`config.mk`:
```
export PLATFORM = sky130hd
export DESIGN_NAME = resample_rate_regs
export DESIGN_NICKNAME = d
export VERILOG_FILES = /design/src/hw/cic_pkg.sv /design/src/hw/resample_cfg_pkg.sv /design/src/hw/resample_rate_regs.sv
export SDC_FILE = /design/constraint.sdc
export NUM_CORES = 1
export LEC_CHECK = 0
export BUFFER_PORTS_ARGS = -buffer_cell sky130_fd_sc_hd__buf_2
export CELL_PAD_IN_SITES_DETAIL_PLACEMENT = 1
export CELL_PAD_IN_SITES_GLOBAL_PLACEMENT = 2
export CORE_ASPECT_RATIO = 1.5
export CORE_MARGIN = 10
export CORE_UTILIZATION = 35
export CTS_CLUSTER_DIAMETER = 30
export DETAILED_ROUTE_END_ITERATION = 16
export GPL_TIMING_DRIVEN = 0
export PLACE_DENSITY_LB_ADDON = 0.2
export SYNTH_ARGS = -nofsm -noshare
export SYNTH_HDL_FRONTEND = slang
export SYNTH_SLANG_ARGS = --single-unit
```
`constraint.sdc`:
```
create_clock -name clk -period 4.18 [get_ports clk]
set_input_delay 0.836 -clock clk [delete_from_list [all_inputs] [get_ports clk]]
set_output_delay 0.836 -clock clk [all_outputs]
set_load 0.01 [all_outputs]
```
`src/hw/cic_pkg.sv`:
```
package cic_pkg;

  // Both filter kinds spend one cycle in FLUSH after a rate change. In
  // that cycle every integrator, comb and counter is cleared and input
  // strobes are ignored.
  typedef enum logic {
    CIC_FLUSH = 1'b0,
    CIC_RUN   = 1'b1
  } cic_phase_e;

  // Rates are powers of two, so a rate travels next to its log2.
  // Four bits cover every shift up to a rate of 256.
  localparam int LOG2_RATE_W = 4;

  typedef logic [LOG2_RATE_W-1:0] log2_rate_t;

endpackage

```
`src/hw/resample_cfg_pkg.sv`:
```
package resample_cfg_pkg;

  // Commands accepted on the configuration port together with cfg_valid.
  // SET_INT and SET_DEC only load the pending registers. Nothing reaches
  // the filters until an APPLY arrives.
  typedef enum logic [1:0] {
    CFG_NOP     = 2'd0,
    CFG_SET_INT = 2'd1, // Load the pending interpolation rate.
    CFG_SET_DEC = 2'd2, // Load the pending decimation rate.
    CFG_APPLY   = 2'd3  // Promote pending to active and flush the filters.
  } cfg_op_e;

  // State of the rate register block.
  // IDLE means that the pending rates match what was last applied, or that
  // nothing new was written since the last apply. PENDING means that legal
  // values wait for an apply. ERROR is sticky and is left only through an
  // APPLY, which then discards the request, or through reset.
  typedef enum logic [1:0] {
    CFG_IDLE    = 2'd0,
    CFG_PENDING = 2'd1,
    CFG_ERROR   = 2'd2
  } cfg_state_e;

endpackage
```
`src/hw/resample_rate_regs.sv`:
```
module resample_rate_regs #(
  parameter MAX_RATE_DEC = 256,
  parameter MAX_RATE_INT = 128,
  parameter CFG_RATE_W = 9
) (
  input  logic                               clk,
  input  logic                               reset,
  input  logic                               cfg_valid,
  input  resample_cfg_pkg::cfg_op_e          cfg_op,
  input  logic [CFG_RATE_W-1:0]              cfg_rate,
  output logic                               rate_stb,
  output logic [$clog2(MAX_RATE_INT+1)-1:0]  rate_int,
  output logic [$clog2(MAX_RATE_DEC+1)-1:0]  rate_dec,
  output cic_pkg::log2_rate_t                shift_int,
  output cic_pkg::log2_rate_t                shift_dec,
  output logic                               cfg_pending,
  output logic                               cfg_error
);

  localparam int INT_W = $clog2(MAX_RATE_INT + 1);
  localparam int DEC_W = $clog2(MAX_RATE_DEC + 1);

  resample_cfg_pkg::cfg_state_e state;
  logic [INT_W-1:0]             pend_int;
  logic [DEC_W-1:0]             pend_dec;
  cic_pkg::log2_rate_t          pend_shift_int;
  cic_pkg::log2_rate_t          pend_shift_dec;
  cic_pkg::log2_rate_t          rate_log2;
  logic                         one_hot;
  logic                         legal;

  // A legal rate has exactly one bit set, and that bit is its log2.
  assign one_hot = (cfg_rate != '0) && ((cfg_rate & (cfg_rate - 1'b1)) == '0);

  always_comb begin
    rate_log2 = '0;
    for (int b = 0; b < CFG_RATE_W; b++) begin
      if (cfg_rate[b]) begin
        rate_log2 = cic_pkg::log2_rate_t'(b);
      end
    end
  end

  always_comb begin
    case (cfg_op)
      resample_cfg_pkg::CFG_SET_INT: legal = one_hot && (cfg_rate <= MAX_RATE_INT);
      resample_cfg_pkg::CFG_SET_DEC: legal = one_hot && (cfg_rate <= MAX_RATE_DEC);
      default:                       legal = 1'b1;
    endcase
  end

  always_ff @(posedge clk) begin
    if (reset) begin
      state          <= resample_cfg_pkg::CFG_IDLE;
      rate_stb       <= 1'b0;
      pend_int       <= INT_W'(1);
      pend_dec       <= DEC_W'(1);
      pend_shift_int <= '0;
      pend_shift_dec <= '0;
      rate_int       <= INT_W'(1); // 1:1 pass-through until the first apply.
      rate_dec       <= DEC_W'(1);
      shift_int      <= '0;
      shift_dec      <= '0;
    end else begin
      rate_stb <= 1'b0;
      if (cfg_valid) begin
        case (cfg_op)
          resample_cfg_pkg::CFG_SET_INT,
          resample_cfg_pkg::CFG_SET_DEC: begin
            if (!legal) begin
              state <= resample_cfg_pkg::CFG_ERROR; // Pending value is kept.
            end else begin
              if (cfg_op == resample_cfg_pkg::CFG_SET_INT) begin
                pend_int       <= cfg_rate[INT_W-1:0];
                pend_shift_int <= rate_log2;
              end else begin
                pend_dec       <= cfg_rate[DEC_W-1:0];
                pend_shift_dec <= rate_log2;
              end
              if (state != resample_cfg_pkg::CFG_ERROR) begin
                state <= resample_cfg_pkg::CFG_PENDING;
              end
            end
          end
          resample_cfg_pkg::CFG_APPLY: begin
            // An apply in error only acknowledges the error.
            if (state != resample_cfg_pkg::CFG_ERROR) begin
              rate_int  <= pend_int;
              rate_dec  <= pend_dec;
              shift_int <= pend_shift_int;
              shift_dec <= pend_shift_dec;
              rate_stb  <= 1'b1;
            end
            state <= resample_cfg_pkg::CFG_IDLE;
          end
          default: ;
        endcase
      end
    end
  end

  assign cfg_pending = (state == resample_cfg_pkg::CFG_PENDING);
  assign cfg_error   = (state == resample_cfg_pkg::CFG_ERROR);

endmodule

```
==> results.py, run 1 <==
metrics = {
    "sta": {
        "period_share_pct": 63.7,
        "relSlewSlack_pct": 65.3,
        "setup_viol_count_final": 0,
        "fin_crit_ns": 2.66,
        "skew_ns": 0.00627,
        "hold_viol": 0,
        "worst_pin_slew_ns": 0.520,
        "drv_slew": 0,
        "fmax_ghz": 0.375,
        "rsz0062_at_grt": "no",
        "tns_ns": 0,
    },
    "detailed_routing": {
        "detail_route.first_pass.iterations": 3,
        "wire_per_inst_um": 15.0,
        "drc_errors": 0,
        "wl_um": 5610,
        "postRouteAntennaNets": 0,
        "drtIter0Drc": 40,
        "dr_total_vias": 1799,
        "via_per_inst": 4.82,
    },
    "clock_network": {
        "htree_levels": 2,
        "tritoncts": "built",
        "clockBufferDepth": 2,
        "clock-sinks": 51,
        "clkTransAtPathRegs_ns": 0.09,
        "numCtsBuffers": 5,
        "ctsHoldBuffers": 0,
        "cts_resized": 0,
        "cts_root_buf": "clkbuf_8",
        "post_cts_buffers": 0,
        "clk-insertion-delay-late_ns": 0.31,
    },
    "run_status": {
        "status": "finished, final reports clean",
    },
    "synth": {
        "synth-edff-count": 0,
        "async_flop_share_pct": 0,
        "synth_area_per_cell_um2": 8.89,
        "synth_flop_cell": "dfxtp_1",
        "syn_nets": 268,
        "netlist_area_um2": 2230,
        "synth_top_area_share_pct": 45.8,
        "yosys.area.top_type": "dfxtp_1",
        "ys_ff_latch": 51,
        "seq_area_frac_synth_pct": 45.8,
        "synthCells": 251,
        "yosys-top-cells-area": "dfxtp_1 46%, mux2i_1 11%, nand2b_1 9.0%, nand2_1 8.6%, a21oi_1 5.8%",
        "yosysUniqueCellTypes": 29,
        "synthTopCellsByCount": "51 x dfxtp_1, 51 x nand2_1, 32 x nand2b_1",
        "ys_warn_count": 0,
    },
    "placement": {
        "dpl.cell_count": 366,
        "io_buffers": 41,
        "gp_congestion": 0.774,
        "dp_hpwl_um": 4370,
    },
    "global_route": {
        "grt_pass1_vias": 1958,
        "grt_max_degree": 16,
        "antenna_found_initial": 0,
        "grt-ovfl-total": 0,
        "track_usage_pct": 11.5,
        "grt_first_pass_wirelength_um": 9580,
    },
    "min_path": {
        "min_from": "shift_dec[2]",
        "hold_path.class": "flip-flop to flip-flop",
    },
    "setup_path": {
        "worst-setup-path-type": "input pin to flip-flop",
        "critPathLaunch": "cfg_rate[0]",
        "crit_chain": "buf_2 > or4_4 > nor3_1 > nor3b_2 > o41ai_4 > buf_6 > mux2i_1",
        "worstPathRequired_ns": 4.42,
        "r2r-start": "state[1]",
        "critPathMaxFanout": 10,
        "crit_arrival_ns": 2.90,
        "crit_path_end_kind": "flip-flop",
        "cpPeakStageDelay_ns": 0.58,
        "start_kind": "input pin",
        "cpMaxStageDelayCell": "or4_4",
    },
    "power": {
        "powerDensity_nw_per_um2": 327,
        "power_leakage_nw": 1.02,
        "vdd_ir_drop_max_v": 0.000130,
    },
    "die": {
        "dieArea_um2": 10000,
        "dieHeight_um": 118,
        "num_rows": 35,
        "start_util_pct": 36.1,
        "core_um2": 6170,
        "io-pin-count": 42,
        "die_w_um": 85.2,
    },
    "final_layout": {
        "diodes": 0,
        "drive_above_1_share_pct": 19.7,
        "area_delta_synth_final_pct": 17.0,
        "num-nets-final": 316,
        "fillers": 761,
        "fin_cells": 373,
    },
    "flow_run": {
        "max_cap_violations": 0,
    },
}
[cells in the final DEF, fill, tap and decap left out]
master	count
clkinv_4	1
nand2b_1	32
nor3_1	5
a2111oi_4	1
nor3_2	1
a21oi_1	26
nand2_1	51
or2_2	3
buf_4	2
ha_1	3
mux2i_1	25
clkinv_2	1
o21bai_1	2
nor3b_2	1
o21ai_0	4
o41ai_4	1
nand3b_1	2
a211oi_1	1
o221ai_1	1
nand4bb_1	1
nor2b_1	4
nor2_1	12
inv_1	4
dfxtp_1	51
clkbuf_1	11
buf_2	41
or4_4	1
nand3_1	1
clkbuf_8	5
buf_6	1
or4bb_1	1
or3_1	1
o31ai_1	2
[metal layers]
layer,vias up,track usage (%),wire length (µm)
met4,0,3.10,53
li1,925,-,-
met3,6,3.74,290
met2,29,19.4,2820
met1,839,13.4,2450
met5,-,0,0
[power breakdown]
part | internal (W) | total [W] | switching (W)
sequential | 0.000491 | 0.000494 | 0.00000305
clock | 0.000115 | 0.000281 | 0.000166
combinational | 0.0000296 | 0.0000786 | 0.0000490
total | 0.000635 | 0.000853 | 0.000218
[worst max-delay path: cells and delay by family]
family                 cells  cell delay [ns]
AOI/OAI and AO/OA          1             0.54
buffers and inverters      2             0.38
muxes                      1             0.20
and+or+nand+nor            3             0.94
[flip-flops by register name, indices dropped and copies added (netlist names)]
name,count
pend_dec,9
rate_dec,9
pend_int,8
rate_int,8
pend_shift_int,4
shift_int,4
pend_shift_dec,3
shift_dec,3
state,2
rate_stb,1
[area by class of cell]
cell class | instances | area, µm² | share of cell area (%)
Clock buffer | 5 | 68.8 | 2.64
Timing Repair Buffer | 41 | 205 | 7.86
Sequential cell | 51 | 1020 | 39.1
Clock inverter | 2 | 13.8 | 0.527
Tap cell | 74 | 92.6 | 3.55
Buffer | 14 | 67.6 | 2.59
Multi-Input combinational cell | 182 | 1130 | 43.2
Inverter | 4 | 15.0 | 0.575
[metrics by stage]
stage                     area (µm²)  setup WS [ns]  power (W)  util (%)  hold WS (ns)
after floorplan                 2230           1.58   0.000553         -         0.432
after global placement          2530           1.19   0.000584      41.0         0.440
after detailed placement        2530           1.15   0.000586      41.0         0.445
after CTS                       2610           1.47   0.000869      42.3         0.459
after global routing            2610           1.35   0.000899      42.3         0.483
final                           2610           1.52   0.000853      42.3         0.456
[final timing paths]
path | to | cells after the start | slack, ns
worst max register to register | rate_int[6] | 6 | 2.29
worst min register to register | shift_dec[2] | 2 | 0.46
worst max-delay path | pend_dec[2] | 7 | 1.52
worst min-delay path | shift_dec[2] | 2 | 0.46
[kinds of logic after synthesis]
| kind of cell | share of synthesized area [%] |
|---|---|
| flops | 45.8 |
| simple gates | 26.4 |
| buf+inv | 3.70 |
| fa+ha+maj | 1.68 |
| mux | 11.2 |
| compound gates | 11.3 |
Power figures use the tool's default switching activity.
==> run 2: changes to the inputs <==
--- a/config.mk
+++ b/config.mk
@@ -5,12 +5,13 @@
 export SDC_FILE = /design/constraint.sdc
 export NUM_CORES = 1
 export LEC_CHECK = 0
+export ABC_AREA = 1
 export BUFFER_PORTS_ARGS = -buffer_cell sky130_fd_sc_hd__buf_2
 export CELL_PAD_IN_SITES_DETAIL_PLACEMENT = 1
 export CELL_PAD_IN_SITES_GLOBAL_PLACEMENT = 2
 export CORE_ASPECT_RATIO = 1.5
 export CORE_MARGIN = 10
-export CORE_UTILIZATION = 35
+export CORE_UTILIZATION = 30
 export CTS_CLUSTER_DIAMETER = 30
 export DETAILED_ROUTE_END_ITERATION = 16
 export GPL_TIMING_DRIVEN = 0
==> constraint.sdc (replaced) <==
create_clock -name clk -period 2.75 [get_ports clk]
set_input_delay 0.55 -clock clk [delete_from_list [all_inputs] [get_ports clk]]
set_output_delay 0.55 -clock clk [all_outputs]
set_load 0.01 [all_outputs]
==> run 2 against run 1 <==
Effect of this change: sequential share of layout area decreased by 0.43 points; count of clock-buffer cells in the layout up 1; clock power increased by 51%; global-route usage shrank 0.37 points; first-iteration DRC count up 43%; largest cell class is now registers; register-to-register slack got worse by 1.3 ns; combinational power is 150% higher; die area is 13% higher; critical path type unchanged; core utilization decreased by 5.8 points.
==> results.py, run 2 <==
metrics = {
    "final_layout": {
        "final_common_cell": "nor2_1",
        "diodes": 0,
        "drive_above_1_share_pct": 24.6,
        "num-nets-final": 365,
        "final_cell_mix": "55 x nor2_1, 51 x nand2_1, 51 x dfxtp_1",
        "area_delta_synth_final_pct": 18.7,
        "reg.largest.list": "pend_dec: 9 flops, rate_dec: 9 flops",
    },
    "global_route": {
        "grt-ovfl-total": 0,
        "antenna_found_initial": 0,
        "grt_pass1_vias": 2024,
        "grt_first_pass_wirelength_um": 10300,
        "grt_max_degree": 16,
        "track_usage_pct": 11.1,
    },
    "placement": {
        "gp_congestion": 0.786,
        "io_buffers": 41,
        "dp_hpwl_um": 4780,
    },
    "sta": {
        "worst_pin_slew_ns": 0.551,
        "setup_viol_count_final": 0,
        "holdWs_ns": 0.451,
        "rsz0062_at_grt": "no",
        "drv_slew": 0,
        "skew_ns": 0.00449,
        "fmax_ghz": 0.523,
        "relSlewSlack_pct": 63.2,
        "tns_ns": 0,
        "period_share_pct": 69.6,
        "hold_viol": 0,
        "fin_crit_ns": 1.91,
    },
    "synth": {
        "ys_ff_latch": 51,
        "netlist_area_um2": 2220,
        "seq_area_frac_synth_pct": 45.9,
        "syn_nets": 317,
        "ys_warn_count": 0,
        "synth_area_per_cell_um2": 7.42,
        "synthCells": 300,
        "synth-edff-count": 0,
        "yosys.area.top_type": "dfxtp_1",
        "synth_flop_cell": "dfxtp_1",
        "yosys-top-cells-area": "dfxtp_1 46%, nor2_1 9.3%, nand2_1 8.6%, a21oi_1 5.8%, inv_1 5.6%",
        "yosysUniqueCellTypes": 24,
        "async_flop_share_pct": 0,
        "yosysMostFrequentCell": "nor2_1",
        "synthTopCellsByCount": "55 x nor2_1, 51 x dfxtp_1, 51 x nand2_1",
        "synth_top_area_share_pct": 45.9,
    },
    "detailed_routing": {
        "detail_route.first_pass.iterations": 4,
        "via_per_inst": 4.43,
        "wl_met3_um": 234,
        "drc_errors": 0,
        "postRouteAntennaNets": 0,
        "drtIter0Drc": 57,
        "wire_per_inst_um": 13.7,
        "met1Wirelength_um": 2650,
        "wl_met2_um": 3220,
        "maxUsedRoutingLayer": "met4",
        "wl_um": 6160,
        "dr_total_vias": 1990,
    },
    "power": {
        "p_sw_w": 0.000385,
        "switching_share_pct": 27.4,
        "powerDensity_nw_per_um2": 531,
        "p_clk_share_pct": 30.2,
        "combPwrFrac_pct": 14.0,
        "power_leakage_nw": 1.30,
        "p_seq_share_pct": 55.8,
        "vdd_ir_drop_max_v": 0.000231,
        "p_int_w": 0.00102,
    },
    "clock_network": {
        "htree_levels": 2,
        "cts_resized": 0,
        "clockBufferDepth": 2,
        "tritoncts": "built",
        "post_cts_buffers": 0,
        "clock-sinks": 51,
        "ctsHoldBuffers": 0,
        "numCtsBuffers": 5,
        "cts_root_buf": "clkbuf_8",
        "clk-insertion-delay-late_ns": 0.30,
        "clkTransAtPathRegs_ns": 0.09,
    },
    "setup_path": {
        "cpMaxStageDelayCell": "clkbuf_1",
        "timing.reg2reg.setup_slack_ns": 0.96,
        "crit_arrival_ns": 2.08,
        "worstPathRequired_ns": 2.92,
        "crit_chain": "buf_2 > ha_1 > inv_1 > nor3_1 > buf_2 > clkbuf_1 > a21oi_1",
        "r2r-start": "state[0]",
        "endpoint": "shift_int[2]",
        "path_common_cell": "buf_2",
        "worst-setup-path-type": "input pin to flip-flop",
        "critPathMaxFanout": 10,
        "crit_path_end_kind": "flip-flop",
        "cpPeakStageDelay_ns": 0.46,
        "r2r_cells": 7,
        "timing.rr.end": "shift_int[2]",
        "critPathLaunch": "cfg_op[0]",
        "start_kind": "input pin",
    },
    "run_status": {
        "status": "finished, final reports clean",
    },
    "die": {
        "dieArea_um2": 11300,
        "io-pin-count": 42,
        "die_w_um": 90.3,
        "dieHeight_um": 125,
        "core_um2": 7230,
        "num_rows": 38,
        "start_util_pct": 30.8,
    },
    "min_path": {
        "hold_depth": 2,
        "hold_path.class": "input pin to flip-flop",
    },
    "flow_run": {
        "max_cap_violations": 0,
    },
}
==> run 2: changes by cell type after synthesis, moves of 5 or more <==
cell / delta
buf_2: +5
clkbuf_1: -5
inv_1: +29
mux2i_1: -25
nand2_2: +18
nand2b_1: -32
nand3_1: +6
nor2_1: +43
nor2_4: +5
o21ai_0: +18
==> run 2: worst min path at each step <==
stage	startpoint	endpoint	slack (ns)
after floorplan	pend_dec[0]	pend_dec[0]	0.43
after global placement	pend_int[0]	pend_int[0]	0.45
after detailed placement	pend_dec[0]	pend_dec[0]	0.45
after CTS	reset	state[0]	0.44
after global routing	reset	state[0]	0.45
final	reset	state[0]	0.45
==> run 2: layout make-up <==
type                            count  area [µm²]
Sequential cell                    51        1020
Clock buffer                        6        72.6
Inverter                           34         128
Clock inverter                      2        12.5
Multi-Input combinational cell    200         991
Timing Repair Buffer               41         205
Tap cell                          100         125
Fill cell                         964        4590
Buffer                             15        85.1
==> run 2: logic make-up after synthesis <==
| logic type | after synthesis | synth area share (%) |
|---|---|---|
| adder cells (fa/ha/maj) | 3 | 1.69 |
| AND/OR/NAND/NOR | 146 | 31.2 |
| AO/OA/AOI/OAI | 51 | 11.6 |
| flip-flops | 51 | 45.9 |
| buffers and inverters | 49 | 9.56 |
==> run 2: power groups by stage <==
stage               sequential, W  clock (W)  combinational [W]
global placement         0.000800          0           0.000199
global route             0.000788   0.000486           0.000225
detailed placement       0.000801          0           0.000202
finish                   0.000783   0.000424           0.000196
floorplan                0.000809          0           0.000113
CTS                      0.000784   0.000452           0.000203
==> run 2: critical path: cells and delay by family <==
family	cells	cell delay, ns
and+or+nand+nor	1	0.32
buffers and inverters	4	0.92
AOI/OAI and AO/OA	1	0.14
adders and majority gates	1	0.14
==> run 2: per-stage QoR <==
step	cell area [µm²]	power, W	utilization (%)	instances	worst slack, ns
CTS	2640	0.00144	36.5	449	0.787
floorplan	2220	0.000922	-	300	0.965
detailed placement	2550	0.00100	35.4	441	0.452
finish	2640	0.00140	36.5	449	0.837
global placement	2550	0.000999	35.4	441	0.492
global route	2640	0.00150	36.5	449	0.644
==> run 2: per-layer routing <==
| layer | vias up | GRT usage (%) |
|---|---|---|
| met1 | 934 | 12.7 |
| met4 | 0 | 2.82 |
| met3 | 4 | 2.75 |
| met5 | - | 0 |
| li1 | 1023 | - |
| met2 | 29 | 20.1 |
==> run 3: changes to the inputs <==
==> constraint.sdc (replaced) <==
create_clock -name clk -period 1.8 [get_ports clk]
set_input_delay 0.36 -clock clk [delete_from_list [all_inputs] [get_ports clk]]
set_output_delay 0.36 -clock clk [all_outputs]
set_load 0.01 [all_outputs]
==> run 3 against run 2 <==
Effect of this change: design area grew 0.43%; clock power increased by 53%; setup slack got worse by 0.62 ns; hold slack got worse by 0.19 ns; sequential power up 53%; clock skew hardly changed; routed wire length grew 0.50%; global-route usage did not move; combinational power rose by 54%; critical path depth is 4 higher; critical endpoint is now pend_dec[6]; highest routed layer unchanged.
==> results.py, run 3 (synthesized netlist as in run 2, its figures left out) <==
metrics = {
    "run_status": {
        "status": "finished, final reports clean",
    },
    "power": {
        "power_w": 0.00215,
        "vdd_ir_drop_max_v": 0.000353,
        "power_leakage_nw": 1.31,
        "powerDensity_nw_per_um2": 809,
    },
    "setup_path": {
        "cpPeakStageDelay_ns": 0.23,
        "crit_arrival_ns": 1.79,
        "r2r-start": "state[0]",
        "cpLargestDelayFamily": "simple AND/OR/NAND/NOR gates",
        "critPathMaxFanout": 10,
        "timing.reg2reg.setup_slack_ns": 0.26,
        "cpMaxStageDelayCell": "ha_1",
        "critPathBufInv": 3,
        "r2r_cells": 9,
        "start_kind": "input pin",
        "path_common_cell": "nor2_1",
        "crit_path_end_kind": "flip-flop",
        "worstPathRequired_ns": 2.00,
        "timing.rr.end": "rate_dec[0]",
        "worst-setup-path-type": "input pin to flip-flop",
        "crit_chain": "buf_2 > inv_1 > ha_1 > nand3_1 > o21ai_2 > nand3_2 > nand2_4 > nand3_4 > buf_4 > nor2_1 > nor2_1",
    },
    "die": {
        "dieHeight_um": 125,
        "io-pin-count": 42,
        "die_w_um": 90.3,
        "dieArea_um2": 11300,
        "start_util_pct": 30.8,
        "num_rows": 38,
        "core_um2": 7230,
    },
    "clock_network": {
        "cts_resized": 1,
        "ctsHoldBuffers": 0,
        "numCtsBuffers": 5,
        "clk-insertion-delay-late_ns": 0.30,
        "clkTransAtPathRegs_ns": 0.09,
        "cts_root_buf": "clkbuf_8",
        "post_cts_buffers": 0,
        "clockBufferDepth": 2,
        "htree_levels": 2,
        "tritoncts": "built",
        "clock-sinks": 51,
    },
    "global_route": {
        "track_usage_pct": 11.1,
        "grt_pass1_vias": 2024,
        "antenna_found_initial": 0,
        "grt_first_pass_wirelength_um": 10300,
        "grt-ovfl-total": 0,
        "grt_max_degree": 16,
    },
    "sta": {
        "skew_ns": 0.00468,
        "drv_slew": 0,
        "rsz0062_at_grt": "no",
        "worst_pin_slew_ns": 0.514,
        "fmax_ghz": 0.630,
        "period_share_pct": 88.2,
        "hold_viol": 0,
        "holdWs_ns": 0.262,
        "setup_viol_count_final": 0,
        "fin_crit_ns": 1.59,
        "relSlewSlack_pct": 65.7,
    },
    "placement": {
        "dp_hpwl_um": 4780,
        "io_buffers": 41,
        "place_area_um2": 2550,
        "gp_congestion": 0.786,
    },
    "final_layout": {
        "diodes": 0,
        "reg.largest.list": "pend_dec: 9 flops, rate_dec: 9 flops",
        "drive_above_1_share_pct": 25.8,
        "final_cell_mix": "55 x nor2_1, 51 x nand2_1, 51 x dfxtp_1",
        "area_delta_synth_final_pct": 19.2,
        "final_common_cell": "nor2_1",
        "fin_util_pct": 36.7,
        "num-nets-final": 365,
        "final_cell_area_um2": 2650,
    },
    "min_path": {
        "min_from": "reset",
        "hold_path.class": "input pin to flip-flop",
        "hold-path-endpoint": "state[0]",
        "hold_depth": 2,
    },
    "detailed_routing": {
        "drtIter0Drc": 74,
        "wl_um": 6190,
        "postRouteAntennaNets": 0,
        "wire_per_inst_um": 13.8,
        "detail_route.first_pass.iterations": 3,
        "via_per_inst": 4.45,
        "drc_errors": 0,
        "dr_total_vias": 1998,
    },
    "flow_run": {
        "max_cap_violations": 0,
    },
}
run 3: layout make-up:
| class | instances | area (µm²) |
|---|---|---|
| well taps | 100 | 125 |
| fillers | 963 | 4580 |
| repair buffers | 41 | 205 |
| clock buffers | 6 | 72.6 |
| flip-flops and latches | 51 | 1020 |
| plain buffers | 15 | 87.6 |
| clock inverters | 2 | 12.5 |
| multi-input cells | 200 | 1000 |
| inverters | 34 | 128 |
run 3: worst max path at each step:
stage / cells after the start / end / startpoint
6_report: 11 / pend_dec[6] / cfg_op[0]
5_1_grt: 11 / pend_int[4] / cfg_op[0]
2_1_floorplan: 10 / pend_int[1] / cfg_op[0]
4_1_cts: 7 / shift_dec[0] / state[0]
3_5_place_dp: 7 / rate_dec[4] / cfg_op[0]
3_3_place_gp: 7 / rate_dec[4] / cfg_op[0]
run 3: layer usage:
| layer | track usage (%) | vias up | wire, µm |
|---|---|---|---|
| met4 | 2.82 | 0 | 61 |
| met2 | 20.1 | 29 | 3240 |
| met3 | 2.75 | 5 | 230 |
| met1 | 12.7 | 942 | 2660 |
| li1 | - | 1022 | - |
| met5 | 0 | - | 0 |
run 3: metrics by stage:
stage               TNS (ns)  setup WS, ns  instances
floorplan                  0         0.205        300
global placement       -7.22        -0.268        441
detailed placement     -8.88        -0.308        441
CTS                        0        0.0133        449
global route               0        0.0257        449
finish                     0         0.212        449
run 3: power by group:
part / internal, W / total (W) / switching [W]
sequential: 0.00118 / 0.00120 / 0.0000175
clock: 0.000273 / 0.000648 / 0.000375
combinational: 0.000105 / 0.000302 / 0.000196
